===== config.mk =====
export PLATFORM = sky130hd
export DESIGN_NAME = slurm16_backend
export DESIGN_NICKNAME = d
export VERILOG_FILES = /design/src/design/slurm16_pkg.sv /design/src/design/slurm16_stage_if.sv /design/src/design/slurm16_regfile.sv /design/src/design/slurm16_alu.sv /design/src/design/slurm16_issue.sv /design/src/design/slurm16_memory_stage.sv /design/src/design/slurm16_writeback.sv /design/src/design/slurm16_backend.sv
export SDC_FILE = /design/constraint.sdc
export NUM_CORES = 2
export LEC_CHECK = 0
export BUFFER_PORTS_ARGS = -buffer_cell sky130_fd_sc_hd__clkbuf_2
export CORE_ASPECT_RATIO = 0.8
export CORE_MARGIN = 4
export CORE_UTILIZATION = 63
export CTS_BUF_LIST = sky130_fd_sc_hd__clkbuf_8 sky130_fd_sc_hd__clkbuf_16
export DETAILED_ROUTE_END_ITERATION = 10
export PLACE_DENSITY = 0.79
export RECOVER_POWER = 100
export SETUP_SLACK_MARGIN = 0.3
export SYNTH_ARGS = -nofsm -noshare
export SYNTH_HDL_FRONTEND = slang
export SYNTH_SLANG_ARGS = --single-unit

===== constraint.sdc =====
create_clock -name CLK -period 7.7 [get_ports CLK]
set_input_delay 1.155 -clock CLK [delete_from_list [all_inputs] [get_ports CLK]]
set_output_delay 1.155 -clock CLK [all_outputs]
set_load 0.005 [all_outputs]

===== src/design/slurm16_pkg.sv =====
/* word types, instruction field layout and decode helpers for the slurm16 back end
   compiled first; shared by every design file and the testbench */
package slurm16_pkg;

	localparam int NUM_REGS = 16;	// r0 always reads zero
	localparam int MEM_WORDS = 256;	// default data memory depth that the top level overrides

	typedef logic [15:0] word_t;		// data word
	typedef logic [15:0] addr_t;		// pc or memory address
	typedef logic [3:0] reg_sel_t;		// register number where 0 means no write
	typedef logic [7:0] io_addr_t;		// i/o port number
	typedef logic [NUM_REGS-1:0] reg_mask_t;	// one bit per register

	typedef enum logic [3:0] {
		CLS_NOP        = 4'd0,
		CLS_ALU_RR     = 4'd1,	// rd = rd op rs
		CLS_ALU_RI     = 4'd2,	// rd = rd op imm4
		CLS_ALU_SINGLE = 4'd3,	// rs = rs op 1
		CLS_BRANCH     = 4'd4,
		CLS_LOAD_STORE = 4'd5,	// address in rs, store data in rd
		CLS_PEEK_POKE  = 4'd6,	// peek port rs, poke rs to port rd
		CLS_INTERRUPT  = 4'd7
	} ins_class_e;

	typedef enum logic [3:0] {
		ADD = 4'd0,
		SUB = 4'd1,
		AND = 4'd2,
		OR  = 4'd3,
		XOR = 4'd4,
		SHL = 4'd5,
		SHR = 4'd6,
		MOV = 4'd7,
		NOT = 4'd8,
		NEG = 4'd9
	} alu_op_e;

	localparam int CLASS_HI = 15;
	localparam int CLASS_LO = 12;
	localparam int OP_HI = 11;
	localparam int OP_LO = 8;
	localparam int FLAG_BIT = 11;	// link / store / poke
	localparam int DEST_HI = 7;
	localparam int DEST_LO = 4;
	localparam int SRC_HI = 3;	// also the 4-bit immediate
	localparam int SRC_LO = 0;

	localparam reg_sel_t LINK_REGISTER = 4'd15;
	localparam reg_sel_t INTERRUPT_LINK_REGISTER = 4'd14;

	function automatic ins_class_e ins_class(input word_t ins);
		return ins_class_e'(ins[CLASS_HI:CLASS_LO]);
	endfunction

	function automatic alu_op_e alu_op(input word_t ins);
		return alu_op_e'(ins[OP_HI:OP_LO]);
	endfunction

	function automatic logic ins_flag(input word_t ins);
		return ins[FLAG_BIT];
	endfunction

	function automatic reg_sel_t reg_dest(input word_t ins);
		return ins[DEST_HI:DEST_LO];
	endfunction

	function automatic reg_sel_t reg_src(input word_t ins);
		return ins[SRC_HI:SRC_LO];
	endfunction

	// destination of an instruction, 0 when it writes nothing
	function automatic reg_sel_t writes_register(input word_t ins);
		reg_sel_t sel;
		sel = '0;
		case (ins_class(ins))
			CLS_ALU_SINGLE: sel = reg_src(ins);
			CLS_ALU_RR, CLS_ALU_RI: sel = reg_dest(ins);
			CLS_BRANCH: begin
				if (ins_flag(ins))
					sel = LINK_REGISTER;	// branch and link
			end
			CLS_LOAD_STORE, CLS_PEEK_POKE: begin
				if (!ins_flag(ins))
					sel = reg_dest(ins);	// load or peek
			end
			CLS_INTERRUPT: sel = INTERRUPT_LINK_REGISTER;
			default: sel = '0;
		endcase
		return sel;
	endfunction

	// registers an instruction reads; r0 never counts
	function automatic reg_mask_t reads_registers(input word_t ins);
		reg_mask_t mask;
		mask = '0;
		case (ins_class(ins))
			CLS_ALU_RR: begin
				mask[reg_dest(ins)] = 1'b1;
				mask[reg_src(ins)] = 1'b1;
			end
			CLS_ALU_RI: mask[reg_dest(ins)] = 1'b1;
			CLS_ALU_SINGLE: mask[reg_src(ins)] = 1'b1;
			CLS_LOAD_STORE, CLS_PEEK_POKE: begin
				mask[reg_src(ins)] = 1'b1;
				if (ins_flag(ins))
					mask[reg_dest(ins)] = 1'b1;	// store or poke also reads rd
			end
			default: mask = '0;
		endcase
		mask[0] = 1'b0;
		return mask;
	endfunction

endpackage


===== src/design/slurm16_stage_if.sv =====
/* one pipeline slot passed between stages
   the stage that registers the slot uses source, the next stage uses sink */
`timescale 1ns/1ps

interface slurm16_stage_if;

	logic               valid;		// high one cycle per instruction
	slurm16_pkg::word_t instruction;
	slurm16_pkg::addr_t pc;			// used by branch link and interrupt
	slurm16_pkg::word_t alu_out;		// alu result or memory / port address
	slurm16_pkg::word_t store_data;		// store or poke data
	slurm16_pkg::word_t load_data;		// memory or port read data

	modport source (
		output valid,
		output instruction,
		output pc,
		output alu_out,
		output store_data,
		output load_data
	);

	modport sink (
		input valid,
		input instruction,
		input pc,
		input alu_out,
		input store_data,
		input load_data
	);

endinterface


===== src/design/slurm16_regfile.sv =====
/* sixteen-word register file, two combinational reads and one write per clock
   a read of the register being written returns the new value */
`timescale 1ns/1ps

module slurm16_regfile (
	input  logic                   CLK,
	input  logic                   rst_n,
	input  slurm16_pkg::reg_sel_t  rd_sel_a,
	input  slurm16_pkg::reg_sel_t  rd_sel_b,
	output slurm16_pkg::word_t     rd_data_a,
	output slurm16_pkg::word_t     rd_data_b,
	input  slurm16_pkg::reg_sel_t  wr_sel,
	input  slurm16_pkg::word_t     wr_data
);

	slurm16_pkg::word_t regs [slurm16_pkg::NUM_REGS];

	always_ff @(posedge CLK or negedge rst_n) begin
		if (!rst_n) begin
			for (int i = 0; i < slurm16_pkg::NUM_REGS; i++)
				regs[i] <= '0;
		end else if (wr_sel != '0) begin	// writes to r0 dropped
			regs[wr_sel] <= wr_data;
		end
	end

	// bypass covers the instruction still in writeback
	assign rd_data_a = (rd_sel_a == '0) ? '0 :
		(rd_sel_a == wr_sel) ? wr_data : regs[rd_sel_a];
	assign rd_data_b = (rd_sel_b == '0) ? '0 :
		(rd_sel_b == wr_sel) ? wr_data : regs[rd_sel_b];

endmodule


===== src/design/slurm16_alu.sv =====
/* combinational ALU used by issue for all three ALU instruction forms */
`timescale 1ns/1ps

module slurm16_alu (
	input  slurm16_pkg::alu_op_e op,
	input  slurm16_pkg::word_t   a,
	input  slurm16_pkg::word_t   b,
	output slurm16_pkg::word_t   result
);

	always_comb begin
		case (op)
			slurm16_pkg::ADD: result = a + b;
			slurm16_pkg::SUB: result = a - b;
			slurm16_pkg::AND: result = a & b;
			slurm16_pkg::OR:  result = a | b;
			slurm16_pkg::XOR: result = a ^ b;
			slurm16_pkg::SHL: result = a << b[3:0];	// shift by low nibble of b
			slurm16_pkg::SHR: result = a >> b[3:0];	// logical shift
			slurm16_pkg::MOV: result = b;
			slurm16_pkg::NOT: result = ~a;
			slurm16_pkg::NEG: result = -a;		// two's complement
			default:          result = '0;		// unused op codes give zero
		endcase
	end

endmodule


===== src/design/slurm16_issue.sv =====
/* takes instructions over the four-phase req/ack port, holds them off on hazards,
   reads operands and registers the executed slot into ex_slot */
`timescale 1ns/1ps

module slurm16_issue (
	input  logic                   CLK,
	input  logic                   rst_n,
	input  logic                   ins_req,
	input  slurm16_pkg::word_t     ins_word,
	input  slurm16_pkg::addr_t     ins_pc,
	output logic                   ins_ack,
	output slurm16_pkg::reg_sel_t  rd_sel_a,
	output slurm16_pkg::reg_sel_t  rd_sel_b,
	input  slurm16_pkg::word_t     rd_data_a,
	input  slurm16_pkg::word_t     rd_data_b,
	slurm16_stage_if.source        ex,
	input  slurm16_pkg::reg_sel_t  mem_busy_sel
);

	typedef enum logic [1:0] {IDLE, ACKED, WAIT_LOW} ack_state_e;

	ack_state_e                state;
	slurm16_pkg::ins_class_e   cls;
	slurm16_pkg::reg_mask_t    reads;
	slurm16_pkg::reg_sel_t     ex_busy_sel;
	slurm16_pkg::word_t        alu_b;
	slurm16_pkg::word_t        alu_result;
	slurm16_pkg::word_t        slot_alu_out;
	slurm16_pkg::word_t        slot_store_data;
	logic                      hazard;
	logic                      take;

	assign cls = slurm16_pkg::ins_class(ins_word);
	assign rd_sel_a = (cls == slurm16_pkg::CLS_ALU_SINGLE) ?
		slurm16_pkg::reg_src(ins_word) : slurm16_pkg::reg_dest(ins_word);
	assign rd_sel_b = slurm16_pkg::reg_src(ins_word);

	// destinations still in flight against what the new instruction reads
	assign ex_busy_sel = ex.valid ? slurm16_pkg::writes_register(ex.instruction) : '0;
	assign reads = slurm16_pkg::reads_registers(ins_word);
	assign hazard = reads[ex_busy_sel] | reads[mem_busy_sel];	// bit 0 always clear
	assign take = (state == IDLE) && ins_req && !hazard;

	always_comb begin
		case (cls)
			slurm16_pkg::CLS_ALU_RI:     alu_b = {12'd0, slurm16_pkg::reg_src(ins_word)};
			slurm16_pkg::CLS_ALU_SINGLE: alu_b = 16'd1;	// inc, dec, shift by one
			default:                     alu_b = rd_data_b;
		endcase
	end

	slurm16_alu i_slurm16_alu (
		.op     (slurm16_pkg::alu_op(ins_word)),
		.a      (rd_data_a),
		.b      (alu_b),
		.result (alu_result)
	);

	always_comb begin
		slot_alu_out = '0;
		slot_store_data = rd_data_a;	// rd for store
		case (cls)
			slurm16_pkg::CLS_ALU_RR, slurm16_pkg::CLS_ALU_RI, slurm16_pkg::CLS_ALU_SINGLE:
				slot_alu_out = alu_result;
			slurm16_pkg::CLS_LOAD_STORE: slot_alu_out = rd_data_b;	// address from rs
			slurm16_pkg::CLS_PEEK_POKE: begin
				if (slurm16_pkg::ins_flag(ins_word)) begin
					slot_alu_out = rd_data_a;	// poke port in rd
					slot_store_data = rd_data_b;	// data from rs
				end else begin
					slot_alu_out = rd_data_b;	// peek port in rs
				end
			end
			default: slot_alu_out = '0;	// branch / interrupt carry only the pc
		endcase
	end

	// ack rises on take, drops one cycle after req is seen low
	always_ff @(posedge CLK or negedge rst_n) begin
		if (!rst_n) begin
			state <= IDLE;
		end else begin
			case (state)
				IDLE: begin
					if (take)
						state <= ACKED;
				end
				ACKED: begin
					if (!ins_req)
						state <= WAIT_LOW;
				end
				WAIT_LOW: state <= IDLE;
				default:  state <= IDLE;
			endcase
		end
	end

	assign ins_ack = (state != IDLE);

	always_ff @(posedge CLK or negedge rst_n) begin
		if (!rst_n)
			ex.valid <= 1'b0;
		else
			ex.valid <= take;	// one cycle per instruction
	end

	always_ff @(posedge CLK) begin
		if (take) begin
			ex.instruction <= ins_word;
			ex.pc <= ins_pc;
			ex.alu_out <= slot_alu_out;
			ex.store_data <= slot_store_data;
			ex.load_data <= '0;	// filled in by the memory stage
		end
	end

endmodule


===== src/design/slurm16_memory_stage.sv =====
/* pipeline slot 3 with the data memory and i/o port accesses for the instruction in ex_slot
   memory is synchronous; port read data is captured on the same edge */
`timescale 1ns/1ps

module slurm16_memory_stage #(
	parameter int MEM_WORDS = slurm16_pkg::MEM_WORDS
) (
	input  logic                   CLK,
	input  logic                   rst_n,
	slurm16_stage_if.sink          ex,
	slurm16_stage_if.source        mem,
	output slurm16_pkg::reg_sel_t  busy_sel,
	output slurm16_pkg::io_addr_t  io_addr,
	output logic                   io_rd,
	output logic                   io_wr,
	output slurm16_pkg::word_t     io_wdata,
	input  slurm16_pkg::word_t     io_rdata
);

	localparam int ADDR_W = $clog2(MEM_WORDS);

	slurm16_pkg::word_t      data_mem [MEM_WORDS];
	logic [MEM_WORDS-1:0]    written;	// unwritten words read as zero
	logic [ADDR_W-1:0]       mem_addr;
	slurm16_pkg::ins_class_e cls;
	logic                    flag;
	logic                    is_store;

	assign cls = slurm16_pkg::ins_class(ex.instruction);
	assign flag = slurm16_pkg::ins_flag(ex.instruction);
	assign mem_addr = ex.alu_out[ADDR_W-1:0];
	assign is_store = ex.valid && (cls == slurm16_pkg::CLS_LOAD_STORE) && flag;

	// port strobes cover the cycle before the slot is registered
	assign io_addr = ex.alu_out[7:0];
	assign io_wdata = ex.store_data;
	assign io_rd = ex.valid && (cls == slurm16_pkg::CLS_PEEK_POKE) && !flag;
	assign io_wr = ex.valid && (cls == slurm16_pkg::CLS_PEEK_POKE) && flag;

	always_ff @(posedge CLK or negedge rst_n) begin
		if (!rst_n) begin
			mem.valid <= 1'b0;
			written <= '0;
		end else begin
			mem.valid <= ex.valid;
			if (is_store)
				written[mem_addr] <= 1'b1;
		end
	end

	always_ff @(posedge CLK) begin
		if (is_store)
			data_mem[mem_addr] <= ex.store_data;
		mem.instruction <= ex.instruction;
		mem.pc <= ex.pc;
		mem.alu_out <= ex.alu_out;
		mem.store_data <= ex.store_data;
		if (cls == slurm16_pkg::CLS_PEEK_POKE)
			mem.load_data <= io_rdata;	// port read
		else
			mem.load_data <= written[mem_addr] ? data_mem[mem_addr] : '0;	// read before write
	end

	assign busy_sel = mem.valid ? slurm16_pkg::writes_register(mem.instruction) : '0;

endmodule


===== src/design/slurm16_writeback.sv =====
/* pipeline slot 4 that picks the destination register and the value written to it
   select 0 means no write, since r0 always reads back as zero */
`timescale 1ns/1ps

module slurm16_writeback (
	input  logic                   CLK,
	input  logic                   rst_n,
	slurm16_stage_if.sink          mem,
	output slurm16_pkg::reg_sel_t  reg_wr_sel,
	output slurm16_pkg::word_t     reg_out
);

	logic               s4_valid;
	slurm16_pkg::word_t s4_instruction;	// instruction in slot 4
	slurm16_pkg::addr_t s4_pc;
	slurm16_pkg::word_t s4_alu_out;
	slurm16_pkg::word_t s4_load_data;
	slurm16_pkg::reg_sel_t sel;

	always_ff @(posedge CLK or negedge rst_n) begin
		if (!rst_n)
			s4_valid <= 1'b0;
		else
			s4_valid <= mem.valid;
	end

	always_ff @(posedge CLK) begin
		s4_instruction <= mem.instruction;
		s4_pc <= mem.pc;
		s4_alu_out <= mem.alu_out;
		s4_load_data <= mem.load_data;	// memory or port data
	end

	// register choice shared with the hazard check in issue
	assign sel = s4_valid ? slurm16_pkg::writes_register(s4_instruction) : '0;

	always_comb begin
		reg_out = '0;
		if (sel != '0) begin
			case (slurm16_pkg::ins_class(s4_instruction))
				slurm16_pkg::CLS_ALU_RR, slurm16_pkg::CLS_ALU_RI,
				slurm16_pkg::CLS_ALU_SINGLE:
					reg_out = s4_alu_out;
				slurm16_pkg::CLS_BRANCH, slurm16_pkg::CLS_INTERRUPT:
					reg_out = s4_pc;	// link to r15 or r14
				slurm16_pkg::CLS_LOAD_STORE, slurm16_pkg::CLS_PEEK_POKE:
					reg_out = s4_load_data;	// load or peek
				default: reg_out = '0;
			endcase
		end
	end

	assign reg_wr_sel = sel;

endmodule


===== src/design/slurm16_backend.sv =====
/* top level of the slurm16 back end with issue, memory stage, writeback and register file
   instructions enter over req/ack, results leave on wb_sel / wb_data */
`timescale 1ns/1ps

module slurm16_backend #(
	parameter int MEM_WORDS = slurm16_pkg::MEM_WORDS
) (
	input  logic                   CLK,
	input  logic                   rst_n,
	input  logic                   ins_req,
	input  slurm16_pkg::word_t     ins_word,
	input  slurm16_pkg::addr_t     ins_pc,
	output logic                   ins_ack,
	output slurm16_pkg::io_addr_t  io_addr,
	output logic                   io_rd,
	output logic                   io_wr,
	output slurm16_pkg::word_t     io_wdata,
	input  slurm16_pkg::word_t     io_rdata,
	output slurm16_pkg::reg_sel_t  wb_sel,
	output slurm16_pkg::word_t     wb_data
);

	slurm16_pkg::reg_sel_t rd_sel_a;
	slurm16_pkg::reg_sel_t rd_sel_b;
	slurm16_pkg::word_t    rd_data_a;
	slurm16_pkg::word_t    rd_data_b;
	slurm16_pkg::reg_sel_t mem_busy_sel;	// pending destination in slot 3

	slurm16_stage_if ex_slot ();
	slurm16_stage_if mem_slot ();

	slurm16_issue i_slurm16_issue (
		.CLK          (CLK),
		.rst_n        (rst_n),
		.ins_req      (ins_req),
		.ins_word     (ins_word),
		.ins_pc       (ins_pc),
		.ins_ack      (ins_ack),
		.rd_sel_a     (rd_sel_a),
		.rd_sel_b     (rd_sel_b),
		.rd_data_a    (rd_data_a),
		.rd_data_b    (rd_data_b),
		.ex           (ex_slot.source),
		.mem_busy_sel (mem_busy_sel)
	);

	slurm16_memory_stage #(.MEM_WORDS(MEM_WORDS)) i_slurm16_memory_stage (
		.CLK      (CLK),
		.rst_n    (rst_n),
		.ex       (ex_slot.sink),
		.mem      (mem_slot.source),
		.busy_sel (mem_busy_sel),
		.io_addr  (io_addr),
		.io_rd    (io_rd),
		.io_wr    (io_wr),
		.io_wdata (io_wdata),
		.io_rdata (io_rdata)
	);

	slurm16_writeback i_slurm16_writeback (
		.CLK        (CLK),
		.rst_n      (rst_n),
		.mem        (mem_slot.sink),
		.reg_wr_sel (wb_sel),
		.reg_out    (wb_data)
	);

	slurm16_regfile i_slurm16_regfile (
		.CLK       (CLK),
		.rst_n     (rst_n),
		.rd_sel_a  (rd_sel_a),
		.rd_sel_b  (rd_sel_b),
		.rd_data_a (rd_data_a),
		.rd_data_b (rd_data_b),
		.wr_sel    (wb_sel),
		.wr_data   (wb_data)
	);

endmodule


==> metrics.yaml <==
run_status:
  outcome: "complete, but fails checks"
  violations: "capacitance limit, slew limit"
drt:
  drt_iter0_markers: 18129
  num_vias: 103512
  wl_per_cell_um: 40.6
  firstDrtPassIters: 8
  ant_nets: 0
  routed_wl_um: 575000
  drt-vias-per-instance: 7.30
  drc: 0
sta:
  finalMaxSlewViolations: 5418
  rsz0062_at_grt: "false"
  period_share_pct: 97.1
  slew_headroom_pct: -307
  tightest_slew_ps: 6100
  final.min_clock_period_ps: 7480
  hold_viol_final: 0
  finClkSkew_ps: 114
  fmax_mhz: 134
  fin_setup_tns_ps: 0
  finalSetupViolCount: 0
yosys:
  synth-seq-area-share_pct: 73.3
  synth.cell_area_um2: 191000
  synth-edff-count: 4157
  syn-num-nets: 9394
  synth_async_sr_flop_share_pct: 10.5
  synth_cells: 9292
  ys_types: 93
  ys_seq_elements: 4788
  ys_warn_count: 0
  syn_avg_cell_area_um2: 20.5
  synth_top_flop_cell: "edfxtp_1"
clock_tree:
  cts_setup_buffers: 0
  cts_root_buf: "clkbuf_16"
  clk_latency_ps: 980
  cts_resized: 0
  cts_sinks: 4788
  hold_buffers: 0
  clock_path_buffers: 4
  clk_pin_slew_ps: 60
  cts_tree: "done"
  htree_levels: 5
  cts_buffers: 440
global_routing:
  antenna_found_initial: 54
  grt_first_pass_wirelength_um: 814000
  grt_pass1_vias: 103564
  grt_max_degree: 209
  grt_overflow_total: 0
  grt_use_total_pct: 37.3
floorplanning:
  core-area_um2: 301000
  die_h_um: 500
  dieWidth_um: 623
  io_pins: 98
  die_area_um2: 312000
  initial_core_util_pct: 63.4
  rows: 180
final_layout:
  multiInputGateArea_um2: 48500
  drive_above_1_share_pct: 28.1
  postLayoutCoreUtil_pct: 70.3
  nets: 9883
  area_delta_synth_final_pct: 10.9
  largest-register: "i_slurm16_memory_stage.data_mem"
  final_cell_mix: "edfxtp_1 (4157), mux4_2 (1479), dfrtp_1 (501)"
  top_regs: "i_slurm16_memory_stage.data_mem x4096, i_slurm16_memory_stage.written x256, i_slurm16_regfile.regs x240"
  final_common_cell: "edfxtp_1"
  fillers: 17210
  largest_reg_flops: 4096
  register_area_um2: 140000
setup_path:
  max_stage_delay_ps: 2580
  crit_top_cell: "clkbuf_1"
  worst_ep_required_time_ps: 8510
  critPathSlowestCell: "clkbuf_1"
  crit_fanout: 25
  path_cells: "clkbuf_1, nor2_1, nand3_1, clkbuf_1, nor2_1, clkbuf_1, or2_2"
  start_kind: "flip-flop"
  arrival_ps: 8290
  critPathKind: "flip-flop to flip-flop"
  end_kind: "flip-flop"
placement:
  io_buffers: 97
  finalWeightedCongestion: 0.967
  post-dp-hpwl_um: 325000
power_and_ir_drop:
  max-vdd-ir-drop_mv: 0.278
  power_density_nw_per_um2: 323
  power.leakage_nw: 69.8
worst_hold_path:
  hp-class: "flip-flop to flip-flop"
job:
  drv_cap: 144
[cell families after synthesis]
family                     synth area share (%)
xor gates and xnor gates                  0.235
and+or+nand+nor                            3.25
buffers and inverters                      1.30
DFF                                        73.3
muxes                                      19.2
adders and majority gates                 0.338
AOI/OAI and AO/OA                          2.35
[final timing paths]
kind / startpoint / to / slack (ps) / depth (start not counted)
worst min register to register: i_slurm16_memory_stage.mem.pc[5] / i_slurm16_writeback.s4_pc[5] / 320 / 0
worst max-delay path: i_slurm16_issue.ex.alu_out[2] / i_slurm16_memory_stage.written[35] / 220 / 7
min in group asynchronous: rst_n / i_slurm16_memory_stage.written[137] / 2460 / 1
max in group asynchronous: rst_n / i_slurm16_memory_stage.written[154] / 1730 / 1
worst min-delay path: i_slurm16_memory_stage.mem.pc[5] / i_slurm16_writeback.s4_pc[5] / 320 / 0
worst max register to register: i_slurm16_issue.ex.alu_out[2] / i_slurm16_memory_stage.written[35] / 220 / 7
[layer usage]
layer  GRT usage (%)  share of wire [%]  vias up
li1                -                  -    39188
met1            53.7                 35    53797
met2            55.0                 45     8954
met3            11.1                 15     1525
met4            14.4                4.9       48
met5               0              0.054        -
[power breakdown]
group | switching (mW) | internal, mW
Clock | 9.85 | 12.2
Combinational | 9.73 | 6.12
Sequential | 0.575 | 30.0
[worst max-delay path: cells and delay by family (launching register included)]
family,cells,cell delay [ps]
buf+inv,3,5070
simple gates,4,1950
flops,1,320
[layout make-up]
type,instances,area share (%)
Clock buffer,478,5.49
Timing Repair Buffer,601,1.66
Inverter,67,0.120
Antenna cell,20,0.0236
Tap cell,4004,2.37
Sequential cell,4788,66.1
Clock inverter,339,1.31
Multi-Input combinational cell,3883,22.9
[Yosys cell counts (26+ instances only)]
master / n / area share, %
edfxtp_1: 4157 / 65
mux4_2: 1479 / 17
dfrtp_1: 501 / 6.6
nand2_1: 399 / 0.78
nor2_1: 394 / 0.77
clkbuf_1: 355 / 0.70
or2_2: 264 / 0.87
o21ai_0: 255 / 0.67
mux2i_1: 169 / 0.89
mux2_2: 140 / 0.83
buf_1: 135 / 0.27
dfxtp_1: 130 / 1.4
a21oi_1: 106 / 0.28
nand3_1: 68 / 0.18
inv_1: 58 / 0.11
ha_1: 50 / 0.33
nor3_1: 44 / 0.12
xnor2_1: 44 / 0.20
buf_2: 43 / 0.11
a31oi_1: 35 / 0.11
nor2b_1: 30 / 0.098
a221oi_1: 28 / 0.13
a22oi_1: 26 / 0.10
nand2b_1: 26 / 0.085
[stage by stage]
step | instances | area [µm²] | total power, mW | setup slack, ps | hold WS [ps]
after global routing | 14163 | 212000 | 70.3 | 358 | 324
after global placement | 13342 | 199000 | 45.8 | 277 | 310
final | 14180 | 212000 | 68.5 | 223 | 322
after floorplan | 9292 | 191000 | 40.2 | 1270 | 310
after CTS | 14159 | 213000 | 68.2 | 1130 | 276
after detailed placement | 13342 | 199000 | 46.2 | 358 | 312
(Power assumes the default switching activity.)
